`src/backend_defs.svh`:
```
`ifndef BACKEND_DEFS_SVH
`define BACKEND_DEFS_SVH

// instruction word address and instruction widths
`define ADDR_W 16
`define INST_W 32

// ------------------------------
// buffer depths
// ------------------------------
`define ROB_DEPTH 8
`define IQ_DEPTH 4
`define PTAG_COUNT 16

`endif
```
`src/backendPkg.sv`:
```
`include "backend_defs.svh"

package backendPkg;

    // word address, one per 32-bit instruction
    typedef logic [`ADDR_W-1:0] addrT;

    typedef logic [`INST_W-1:0] instT;

    typedef logic [$clog2(`ROB_DEPTH)-1:0] robIdxT;

    typedef logic [$clog2(`PTAG_COUNT)-1:0] pTagT;

    // ------------------------------
    // encodings
    // ------------------------------

    // instruction bits 31:30
    typedef enum logic [1:0] {
        CLS_ALU  = 2'd0,
        CLS_LSU  = 2'd1,
        CLS_MDU  = 2'd2,
        CLS_JUMP = 2'd3
    } instClassT;

    typedef enum logic [1:0] {
        FETCH_IDLE = 2'd0,
        FETCH_WAIT = 2'd1,
        FETCH_HOLD = 2'd2
    } fetchStateT;

endpackage

```
`src/ctrlIf.sv`:
```
`timescale 1ns/1ps

// pause and flush handshake between the control unit and one stage
interface Ctrl;
    logic pause;
    logic flush;
    logic pauseReq;
    logic flushReq;

    modport master (
        output pause, flush,
        input  pauseReq, flushReq
    );

    modport slave (
        input  pause, flush,
        output pauseReq, flushReq
    );
endinterface

```
`src/backendTop.sv`:
```
`timescale 1ns/1ps

module backendTop (
    input  logic              clk,
    input  logic              rst,
    output logic              wbCyc,
    output logic              wbStb,
    output backendPkg::addrT  wbAdr,
    input  backendPkg::instT  wbDatI,
    input  logic              wbAck,
    input  logic              lsuGrant,
    output logic              commitValid,
    output backendPkg::addrT  commitPc,
    output backendPkg::pTagT  commitTag,
    output logic              commitFlush
);
    import backendPkg::*;

    logic decValid;
    addrT decPc;
    instT decInst;
    logic redirectValid;
    addrT redirectPc;
    logic aluReady;
    logic lsuReady;
    logic mduReady;
    logic tagAllocatable;
    logic aluFlush;
    logic lsuFlush;
    logic mduFlush;
    logic pauseRename;
    logic pauseDispatch;
    logic tagRecover;
    logic robAlloc;
    addrT allocPc;
    instClassT allocClass;
    pTagT allocTag;
    addrT allocTarget;
    robIdxT allocIdx;
    logic aluPush;
    logic lsuPush;
    logic mduPush;
    robIdxT pushIdx;
    logic doneAlu;
    logic doneLsu;
    logic doneMdu;
    robIdxT doneAluIdx;
    robIdxT doneLsuIdx;
    robIdxT doneMduIdx;

    Ctrl ctrlDecode ();
    Ctrl ctrlRename ();
    Ctrl ctrlRob ();
    Ctrl ctrlCommit ();

    ctrlUnitBackend ctrlUnit (
        .clk, .rst,
        .ctrlDecode, .ctrlRename, .ctrlRob, .ctrlCommit,
        .aluReady, .lsuReady, .mduReady, .tagAllocatable,
        .aluFlush, .lsuFlush, .mduFlush,
        .pauseRename, .pauseDispatch, .tagRecover
    );

    instFetchBuffer fetch (
        .clk, .rst, .ctrl(ctrlDecode),
        .wbCyc, .wbStb, .wbAdr, .wbDatI, .wbAck,
        .redirectValid, .redirectPc,
        .decValid, .decPc, .decInst
    );

    renameDispatch rename (
        .clk, .rst, .ctrl(ctrlRename),
        .pauseRename, .pauseDispatch, .tagRecover,
        .decValid, .decPc, .decInst,
        .commitFree(commitValid), .tagAllocatable,
        .robAlloc, .allocPc, .allocClass, .allocTag, .allocTarget,
        .robIdx(allocIdx),
        .aluPush, .lsuPush, .mduPush, .pushIdx
    );

    // ------------------------------
    // issue queues
    // ------------------------------
    issueQueue aluQueue (
        .clk, .rst, .flush(aluFlush), .push(aluPush), .pushIdx,
        .grant(1'b1), .ready(aluReady), .done(doneAlu), .doneIdx(doneAluIdx)
    );

    // memory port availability comes from outside
    issueQueue lsuQueue (
        .clk, .rst, .flush(lsuFlush), .push(lsuPush), .pushIdx,
        .grant(lsuGrant), .ready(lsuReady), .done(doneLsu), .doneIdx(doneLsuIdx)
    );

    issueQueue mduQueue (
        .clk, .rst, .flush(mduFlush), .push(mduPush), .pushIdx,
        .grant(1'b1), .ready(mduReady), .done(doneMdu), .doneIdx(doneMduIdx)
    );

    reorderBuffer rob (
        .clk, .rst, .ctrlRob, .ctrlCommit, .flush(aluFlush),
        .alloc(robAlloc), .allocPc, .allocClass, .allocTag, .allocTarget, .allocIdx,
        .doneAlu, .doneAluIdx, .doneLsu, .doneLsuIdx, .doneMdu, .doneMduIdx,
        .commitValid, .commitPc, .commitTag, .commitFlush,
        .redirectValid, .redirectPc
    );

endmodule

```
`src/reorderBuffer.sv`:
```
`timescale 1ns/1ps
`include "backend_defs.svh"

module reorderBuffer (
    input  logic                   clk,
    input  logic                   rst,
    Ctrl.slave                     ctrlRob,
    Ctrl.slave                     ctrlCommit,
    input  logic                   flush,
    input  logic                   alloc,
    input  backendPkg::addrT       allocPc,
    input  backendPkg::instClassT  allocClass,
    input  backendPkg::pTagT       allocTag,
    input  backendPkg::addrT       allocTarget,
    output backendPkg::robIdxT     allocIdx,
    input  logic                   doneAlu,
    input  backendPkg::robIdxT     doneAluIdx,
    input  logic                   doneLsu,
    input  backendPkg::robIdxT     doneLsuIdx,
    input  logic                   doneMdu,
    input  backendPkg::robIdxT     doneMduIdx,
    output logic                   commitValid,
    output backendPkg::addrT       commitPc,
    output backendPkg::pTagT       commitTag,
    output logic                   commitFlush,
    output logic                   redirectValid,
    output backendPkg::addrT       redirectPc
);
    import backendPkg::*;

    localparam int IdxW = $clog2(`ROB_DEPTH);

    addrT pcMem [`ROB_DEPTH];
    addrT targetMem [`ROB_DEPTH];
    instClassT classMem [`ROB_DEPTH];
    pTagT tagMem [`ROB_DEPTH];
    logic [`ROB_DEPTH-1:0] complete;
    logic [IdxW:0] head;
    logic [IdxW:0] tail;
    robIdxT headIdx;
    logic full;
    logic commitFire;

    assign headIdx = head[IdxW-1:0];
    assign allocIdx = tail[IdxW-1:0];
    assign full = (head[IdxW] != tail[IdxW]) && (headIdx == allocIdx);

    assign ctrlRob.pauseReq = full;
    assign ctrlRob.flushReq = 1'b0;
    assign ctrlCommit.pauseReq = 1'b0;
    assign ctrlCommit.flushReq = commitFlush;
    assign redirectValid = commitFlush;

    // nothing younger than a committed jump may follow it
    assign commitFire = (head != tail) && complete[headIdx] && !ctrlCommit.flush;

    // ------------------------------
    // pointers and completion bits
    // ------------------------------
    always_ff @(posedge clk) begin
        if (rst || flush) begin
            head <= '0;
            tail <= '0;
            complete <= '0;
        end else begin
            if (alloc) begin
                tail <= tail + 1'b1;
                complete[allocIdx] <= 1'b0;
            end
            if (commitFire) begin
                head <= head + 1'b1;
            end
            if (doneAlu) complete[doneAluIdx] <= 1'b1;
            if (doneLsu) complete[doneLsuIdx] <= 1'b1;
            if (doneMdu) complete[doneMduIdx] <= 1'b1;
        end
    end

    always_ff @(posedge clk) begin
        if (alloc) begin
            pcMem[allocIdx] <= allocPc;
            targetMem[allocIdx] <= allocTarget;
            classMem[allocIdx] <= allocClass;
            tagMem[allocIdx] <= allocTag;
        end
    end

    // commit outputs
    always_ff @(posedge clk) begin
        if (rst) begin
            commitValid <= 1'b0;
            commitFlush <= 1'b0;
        end else begin
            commitValid <= commitFire;
            commitFlush <= commitFire && (classMem[headIdx] == CLS_JUMP);
        end
    end

    always_ff @(posedge clk) begin
        if (commitFire) begin
            commitPc <= pcMem[headIdx];
            commitTag <= tagMem[headIdx];
            redirectPc <= targetMem[headIdx];
        end
    end

endmodule

```
`src/issueQueue.sv`:
```
`timescale 1ns/1ps
`include "backend_defs.svh"

module issueQueue (
    input  logic                clk,
    input  logic                rst,
    input  logic                flush,
    input  logic                push,
    input  backendPkg::robIdxT  pushIdx,
    input  logic                grant,
    output logic                ready,
    output logic                done,
    output backendPkg::robIdxT  doneIdx
);
    import backendPkg::*;

    localparam int PtrW = $clog2(`IQ_DEPTH);

    robIdxT mem [`IQ_DEPTH];
    logic [PtrW:0] head;
    logic [PtrW:0] tail;
    logic empty;
    logic full;

    assign empty = (head == tail);
    assign full = (head[PtrW] != tail[PtrW]) && (head[PtrW-1:0] == tail[PtrW-1:0]);
    assign ready = !full;

    // issuing an entry completes it at once
    assign done = !empty && grant && !flush;
    assign doneIdx = mem[head[PtrW-1:0]];

    always_ff @(posedge clk) begin
        if (rst || flush) begin
            head <= '0;
            tail <= '0;
        end else begin
            if (push) begin
                tail <= tail + 1'b1;
            end
            if (done) begin
                head <= head + 1'b1;
            end
        end
    end

    always_ff @(posedge clk) begin
        if (push) begin
            mem[tail[PtrW-1:0]] <= pushIdx;
        end
    end

    // dispatch must have seen the full queue through the control unit
    assert property (@(posedge clk) disable iff (rst) push |-> ready);

endmodule

```
`src/renameDispatch.sv`:
```
`timescale 1ns/1ps
`include "backend_defs.svh"

module renameDispatch (
    input  logic                   clk,
    input  logic                   rst,
    Ctrl.slave                     ctrl,
    input  logic                   pauseRename,
    input  logic                   pauseDispatch,
    input  logic                   tagRecover,
    input  logic                   decValid,
    input  backendPkg::addrT       decPc,
    input  backendPkg::instT       decInst,
    input  logic                   commitFree,
    output logic                   tagAllocatable,
    output logic                   robAlloc,
    output backendPkg::addrT       allocPc,
    output backendPkg::instClassT  allocClass,
    output backendPkg::pTagT       allocTag,
    output backendPkg::addrT       allocTarget,
    input  backendPkg::robIdxT     robIdx,
    output logic                   aluPush,
    output logic                   lsuPush,
    output logic                   mduPush,
    output backendPkg::robIdxT     pushIdx
);
    import backendPkg::*;

    localparam int TagW = $clog2(`PTAG_COUNT);

    logic [TagW:0] allocPtr;
    logic [TagW:0] freePtr;
    logic tagTake;
    logic renValid;
    addrT renPc;
    instT renInst;
    pTagT renTag;
    instClassT renClass;

    assign ctrl.pauseReq = 1'b0;
    assign ctrl.flushReq = 1'b0;

    // ------------------------------
    // tag ring
    // ------------------------------
    assign tagAllocatable = (allocPtr - freePtr) != (TagW + 1)'(`PTAG_COUNT);
    assign tagTake = decValid && !pauseRename && tagAllocatable && !ctrl.flush;

    always_ff @(posedge clk) begin
        if (rst) begin
            allocPtr <= '0;
            freePtr <= '0;
        end else begin
            if (tagRecover) begin
                allocPtr <= freePtr;
            end else if (tagTake) begin
                allocPtr <= allocPtr + 1'b1;
            end
            if (commitFree) begin
                freePtr <= freePtr + 1'b1;
            end
        end
    end

    // rename register, tag is bound on entry
    always_ff @(posedge clk) begin
        if (rst || ctrl.flush) begin
            renValid <= 1'b0;
        end else if (!ctrl.pause) begin
            renValid <= decValid;
        end else if (robAlloc) begin
            renValid <= 1'b0;
        end
    end

    always_ff @(posedge clk) begin
        if (!ctrl.pause) begin
            renPc <= decPc;
            renInst <= decInst;
            renTag <= pTagT'(allocPtr[TagW-1:0]);
        end
    end

    // ------------------------------
    // dispatch
    // ------------------------------
    assign renClass = instClassT'(renInst[31:30]);
    assign robAlloc = renValid && !pauseDispatch && !ctrl.flush;
    assign allocPc = renPc;
    assign allocClass = renClass;
    assign allocTag = renTag;
    assign allocTarget = renInst[`ADDR_W-1:0];

    // jumps resolve in the ALU queue
    assign aluPush = robAlloc && (renClass == CLS_ALU || renClass == CLS_JUMP);
    assign lsuPush = robAlloc && (renClass == CLS_LSU);
    assign mduPush = robAlloc && (renClass == CLS_MDU);
    assign pushIdx = robIdx;

endmodule

```
`src/instFetchBuffer.sv`:
```
`timescale 1ns/1ps

module instFetchBuffer (
    input  logic              clk,
    input  logic              rst,
    Ctrl.slave                ctrl,
    output logic              wbCyc,
    output logic              wbStb,
    output backendPkg::addrT  wbAdr,
    input  backendPkg::instT  wbDatI,
    input  logic              wbAck,
    input  logic              redirectValid,
    input  backendPkg::addrT  redirectPc,
    output logic              decValid,
    output backendPkg::addrT  decPc,
    output backendPkg::instT  decInst
);
    import backendPkg::*;

    fetchStateT state;
    addrT pc;
    addrT adrQ;
    instT holdWord;
    logic dropCycle;
    logic wordIn;
    logic holdOut;

    assign ctrl.pauseReq = 1'b0;
    assign ctrl.flushReq = 1'b0;

    assign wbCyc = (state == FETCH_WAIT);
    assign wbStb = wbCyc;
    assign wbAdr = adrQ;

    // a word returned after a flush is thrown away
    assign wordIn = wbCyc && wbAck && !dropCycle && !ctrl.flush;
    assign holdOut = (state == FETCH_HOLD) && !ctrl.flush;

    // ------------------------------
    // wishbone read master
    // ------------------------------
    always_ff @(posedge clk) begin
        if (rst) begin
            state <= FETCH_IDLE;
            pc <= '0;
            adrQ <= '0;
            dropCycle <= 1'b0;
        end else begin
            case (state)
                FETCH_IDLE: begin
                    if (!ctrl.flush) begin
                        state <= FETCH_WAIT;
                        adrQ <= pc;
                        pc <= pc + 1'b1;
                    end
                end
                FETCH_WAIT: begin
                    if (wbAck) begin
                        dropCycle <= 1'b0;
                        state <= (wordIn && ctrl.pause) ? FETCH_HOLD : FETCH_IDLE;
                    end else if (ctrl.flush) begin
                        dropCycle <= 1'b1;
                    end
                end
                FETCH_HOLD: begin
                    if (ctrl.flush || !ctrl.pause) begin
                        state <= FETCH_IDLE;
                    end
                end
                default: state <= FETCH_IDLE;
            endcase
            if (redirectValid) begin
                pc <= redirectPc;
            end
        end
    end

    // decode register
    always_ff @(posedge clk) begin
        if (rst || ctrl.flush) begin
            decValid <= 1'b0;
        end else if (!ctrl.pause) begin
            decValid <= wordIn || holdOut;
        end
    end

    always_ff @(posedge clk) begin
        if (wbCyc && wbAck) begin
            holdWord <= wbDatI;
        end
        if (!ctrl.pause) begin
            decPc <= adrQ;
            decInst <= (state == FETCH_HOLD) ? holdWord : wbDatI;
        end
    end

    // an open cycle keeps its address until the slave acks
    assert property (@(posedge clk) disable iff (rst)
        wbCyc && !wbAck |=> wbCyc && $stable(wbAdr));

endmodule

```
`src/ctrlUnitBackend.sv`:
```
`timescale 1ns/1ps

module ctrlUnitBackend (
    input  logic clk,
    input  logic rst,
    Ctrl.master  ctrlDecode,
    Ctrl.master  ctrlRename,
    Ctrl.master  ctrlRob,
    Ctrl.master  ctrlCommit,
    input  logic aluReady,
    input  logic lsuReady,
    input  logic mduReady,
    input  logic tagAllocatable,
    output logic aluFlush,
    output logic lsuFlush,
    output logic mduFlush,
    output logic pauseRename,
    output logic pauseDispatch,
    output logic tagRecover
);

    logic issueHold;
    logic renameHold;
    logic flushReqDly;
    logic flushAll;

    // ------------------------------
    // pause levels, each one narrower
    // ------------------------------
    assign issueHold = ctrlRob.pauseReq || !aluReady || !lsuReady || !mduReady;
    assign renameHold = issueHold || !tagAllocatable;

    assign ctrlDecode.pause = renameHold || ctrlRename.pauseReq;
    assign ctrlRename.pause = renameHold;
    assign pauseRename = issueHold;
    assign pauseDispatch = issueHold;

    // the ROB and commit stage are never stalled from here
    assign ctrlRob.pause = 1'b0;
    assign ctrlCommit.pause = 1'b0;

    // ------------------------------
    // flush, two cycles wide
    // ------------------------------
    always_ff @(posedge clk) begin
        if (rst) begin
            flushReqDly <= 1'b0;
        end else begin
            flushReqDly <= ctrlCommit.flushReq;
        end
    end

    assign flushAll = flushReqDly || ctrlCommit.flushReq;

    assign ctrlDecode.flush = flushAll;
    assign ctrlRename.flush = flushAll;
    assign ctrlRob.flush = flushAll;
    assign ctrlCommit.flush = flushAll;
    assign aluFlush = flushAll;
    assign lsuFlush = flushAll;
    assign mduFlush = flushAll;

    // tag ring rolls back once the commit has freed the jump's own tag
    assign tagRecover = flushReqDly;

    // recover follows a single-cycle flush request from the ROB
    assert property (@(posedge clk) disable iff (rst)
        tagRecover |-> !ctrlCommit.flushReq);

endmodule

```
`config.mk`:
```
export PLATFORM = sky130hd
export DESIGN_NAME = backendTop
export DESIGN_NICKNAME = d
export VERILOG_FILES = /design/src/backendPkg.sv /design/src/ctrlIf.sv /design/src/backendTop.sv /design/src/reorderBuffer.sv /design/src/issueQueue.sv /design/src/renameDispatch.sv /design/src/instFetchBuffer.sv /design/src/ctrlUnitBackend.sv
export VERILOG_INCLUDE_DIRS = /design/src /design/src/src
export SDC_FILE = /design/constraint.sdc
export NUM_CORES = 1
export LEC_CHECK = 0
export BUFFER_PORTS_ARGS = -buffer_cell sky130_fd_sc_hd__buf_2
export CORE_MARGIN = 10
export CORE_UTILIZATION = 50
export DETAILED_ROUTE_END_ITERATION = 7
export MAX_ROUTING_LAYER = met4
export PLACE_DENSITY = 0.67
export SLEW_MARGIN = 25
export SYNTH_ARGS = -nofsm -noshare
export SYNTH_HDL_FRONTEND = slang
export SYNTH_SLANG_ARGS = --single-unit
```
`constraint.sdc`:
```
create_clock -name clk -period 8.2 [get_ports clk]
set_clock_uncertainty 0.2 [all_clocks]
set_input_delay 2.05 -clock clk [delete_from_list [all_inputs] [get_ports clk]]
set_output_delay 2.05 -clock clk [all_outputs]
set_load 0.01 [all_outputs]
```
==> flow_metrics.tcl <==
set metrics [dict create \
    drt_iter0_markers 804 \
    powerDensity_nw_per_um2 240 \
    first_global_vias 10500 \
    min_from "fetch.decInst[6]" \
    holdPathEnd "rename.renInst[6]" \
    cts_setup_buffers 0 \
    maxCapViolations 0 \
    synth.cell_area_sq_um 21200 \
    fin_nets 1321 \
    synth.yosys.seq_area_share_pct 74.7 \
    worst_setup_path_end_kind "flop" \
    timing.hold.worst_path_depth 0 \
    arrival_ns 4.66 \
    slew_headroom_pct 34.2 \
    async_flop_share_pct 0 \
    yosys_warnings 0 \
    clk_latency_ns 0.61 \
    max_freq_mhz 215 \
    die_h_um 226 \
    start_kind "flop" \
    setup_viol 0 \
    rows 75 \
    rsz0062_at_grt "false" \
    hold_violations 0 \
    synthCells 1177 \
    grt_max_degree 53 \
    r2r-end "rob.targetMem[4][0]" \
    path_clk_slew_ns 0.06 \
    rr_worst_depth 6 \
    leakagePower_nw 8.16 \
    status "finished, final reports clean" \
    synth.avg_cell_area_sq_um 18.0 \
    numCtsBuffers 54 \
    synth-edff-count 466 \
    initial_core_util_pct 50.6 \
    crit_family "simple AND/OR/NAND/NOR gates" \
    cts_tree "yes" \
    core_sq_um 41900 \
    hold_path.class "reg -> reg" \
    grt_pass1_wl_mm 61.4 \
    pre_cts_ws_ns 3.52 \
    cts_root_buf "clkbuf_16" \
    drt-pass1-iter-count 5 \
    areaGrowthSynthToFinish_pct 12.9 \
    slew_violations 0 \
    num_io_pins 76 \
    antenna_left 0 \
    crit_fanout 33 \
    r2r-start "rob.tail[0]" \
    syn_nets 1239 \
    via_per_inst 5.57 \
    critPathBufInv 1 \
    drive_above_1_share_pct 24.3 \
    synth_cell_types 44 \
    path_class "reg -> reg" \
    grtUsageTotal_pct 16.1 \
    r2r_setup_slack_ns 3.56 \
    place.gp.congestion 0.830 \
    cp_cell_sequence "xor2_1, nor3_1, a2111oi_4, nand3_1, nor3_2, buf_4" \
    worst_slack_ns 3.56 \
    antenna_found_initial 1 \
    tightest_slew_ns 0.987 \
    die_w_um 226 \
    cts_resized 0 \
    clkSinkCount 559 \
    tns_ns 0 \
    hpwl_mm 22.2 \
    hold_buffers 0 \
    cp_slowest_stage_delay_ns 0.94 \
    ys.flop_type "edfxtp_1" \
    ys_ff_latch 559 \
    clockBufferDepth 3 \
    wirelength_mm 39.2 \
    die-area_sq_um 51100 \
    min_period_over_period_pct 56.6 \
    min_period_ns 4.64 \
    cts_max_level 2 \
    ir_drop_mv 0.159 \
    grt-ovfl-total 0 \
    port_buffers 61 \
    vias 10300 \
    drc 0 \
    required_ns 8.22 \
    cpMaxStageDelayCell "dfxtp_1" \
    wl_per_cell_um 21.3 \
]
metal layers:
metal / GRT usage, % / vias to the layer above / part of all wire, % / routed length, um
li1: - / 4733 / - / -
met1: 21.5 / 5227 / 44 / 17400
met2: 24.7 / 252 / 48 / 18700
met3: 2.88 / 65 / 5.6 / 2210
met4: 5.35 / 0 / 2.3 / 888
met5: - / - / 0 / 0
sequential cells by signal, indices dropped and copies added (netlist names), 4 cells and up, named ones only:
| register | cells |
|---|---|
| aluQueue.mem | 12 |
| rob.commitTag | 4 |
| rob.targetMem | 128 |
| mduQueue.mem | 12 |
| fetch.decInst | 18 |
| fetch.wbAdr | 16 |
| rob.redirectPc | 16 |
| rob.tagMem | 32 |
| fetch.pc | 16 |
| rob.pcMem | 128 |
| rob.tail | 4 |
| rob.head | 4 |
| rob.complete | 8 |
| rename.allocPtr | 5 |
| lsuQueue.mem | 12 |
| fetch.decPc | 16 |
| rob.classMem | 16 |
| rename.allocPc | 16 |
| rob.commitPc | 16 |
| fetch.holdWord | 18 |
| rename.renInst | 18 |
| rename.freePtr | 5 |
| rename.allocTag | 4 |
cells in the mapped netlist, types with 2 or more instances:
library cell | number | area share [%]
nand3_1 | 15 | 0.35
o21ai_0 | 9 | 0.21
inv_1 | 22 | 0.39
or3_1 | 2 | 0.059
dfxtp_1 | 93 | 8.8
xnor2_1 | 20 | 0.82
o211ai_1 | 2 | 0.071
clkbuf_1 | 33 | 0.58
nand2b_1 | 4 | 0.12
or3b_2 | 2 | 0.082
nor4_1 | 5 | 0.15
buf_1 | 8 | 0.14
and3_1 | 16 | 0.47
o31ai_1 | 6 | 0.21
xor2_1 | 32 | 1.3
ha_1 | 26 | 1.5
a211oi_1 | 2 | 0.071
nor3_1 | 16 | 0.38
nor3b_1 | 2 | 0.071
nand4_1 | 12 | 0.35
edfxtp_1 | 466 | 66
buf_4 | 3 | 0.11
a222oi_1 | 8 | 0.38
mux4_2 | 84 | 8.9
nand2_1 | 63 | 1.1
nor2_1 | 71 | 1.3
nor2b_1 | 15 | 0.44
and2_1 | 8 | 0.24
mux2i_1 | 21 | 0.99
a21oi_1 | 38 | 0.90
mux2_2 | 54 | 2.9
buf_2 | 7 | 0.16
worst max path at each step:
stage | from | to | slack (ns) | depth (start not counted)
after detailed placement | rob.tail[0] | rob.targetMem[4][3] | 3.52 | 6
after global placement | rob.tail[0] | rob.targetMem[4][0] | 3.62 | 6
after floorplan | rob.tail[1] | rob.classMem[0][0] | 2.13 | 6
after CTS | rob.tail[0] | rob.targetMem[4][0] | 3.53 | 6
after global routing | rob.tail[1] | rob.targetMem[4][12] | 3.28 | 6
final | rob.tail[0] | rob.targetMem[4][0] | 3.56 | 6
cell usage in the layout (no fill, tap or decap), types with 6 or more instances in the layout:
| master | instances |
|---|---|
| edfxtp_1 | 466 |
| and3_1 | 16 |
| mux2_2 | 54 |
| nand4_1 | 12 |
| a21oi_1 | 38 |
| nor3_1 | 11 |
| mux2i_1 | 21 |
| clkinv_2 | 7 |
| clkbuf_8 | 8 |
| clkbuf_1 | 14 |
| nor2_1 | 69 |
| clkinv_1 | 7 |
| nand2_1 | 63 |
| xor2_1 | 32 |
| o31ai_1 | 6 |
| buf_2 | 61 |
| nand3_1 | 15 |
| inv_1 | 21 |
| a222oi_1 | 8 |
| ha_1 | 26 |
| and2_1 | 8 |
| mux4_2 | 84 |
| xnor2_1 | 20 |
| dfxtp_1 | 90 |
| nor2b_1 | 13 |
| nor3_2 | 6 |
| buf_4 | 16 |
| o21ai_0 | 9 |
| clkbuf_16 | 56 |
layout make-up:
class,count,area (sq um)
Antenna cell,1,2.50
Clock buffer,78,1560
Clock inverter,23,213
Fill cell,3106,18000
Inverter,22,82.6
Multi-Input combinational cell,544,5150
Sequential cell,559,15900
Tap cell,539,674
Timing Repair Buffer,78,437
power by group:
| group | leakage, nW | total (mW) | internal (mW) | switching [mW] |
|---|---|---|---|---|
| clock | 0.868 | 2.44 | 1.42 | 1.02 |
| combinational | 2.12 | 0.165 | 0.0764 | 0.0890 |
| sequential | 5.18 | 3.15 | 3.11 | 0.0432 |
| total | 8.16 | 5.76 | 4.61 | 1.15 |
cells by family (layout without fill, tap and decap cells):
kind of cell             Yosys count  after routing  share of synthesized area, %
AO/OA/AOI/OAI                     71             71                          2.16
flip-flops                       559            559                          74.7
other                              0              1                             0
AND/OR/NAND/NOR                  235            235                          5.24
XOR/XNOR                          53             53                          2.25
adder cells (fa/ha/maj)           26             26                          1.53
multiplexers                     159            159                          12.8
buffers and inverters             74            201                          1.41
metrics by stage:
step / hold WS [ns] / area (sq um) / power [mW] / util, % / instances
floorplan: 0.200 / 21200 / 3.32 / - / 1177
global placement: 0.202 / 22200 / 3.37 / 52.9 / 1742
detailed placement: 0.205 / 22200 / 3.37 / 52.9 / 1742
CTS: 0.219 / 24000 / 5.82 / 57.2 / 1843
global route: 0.222 / 24000 / 5.95 / 57.2 / 1843
finish: 0.211 / 24000 / 5.76 / 57.2 / 1844
Note: power is estimated with default switching activity, not from simulation.
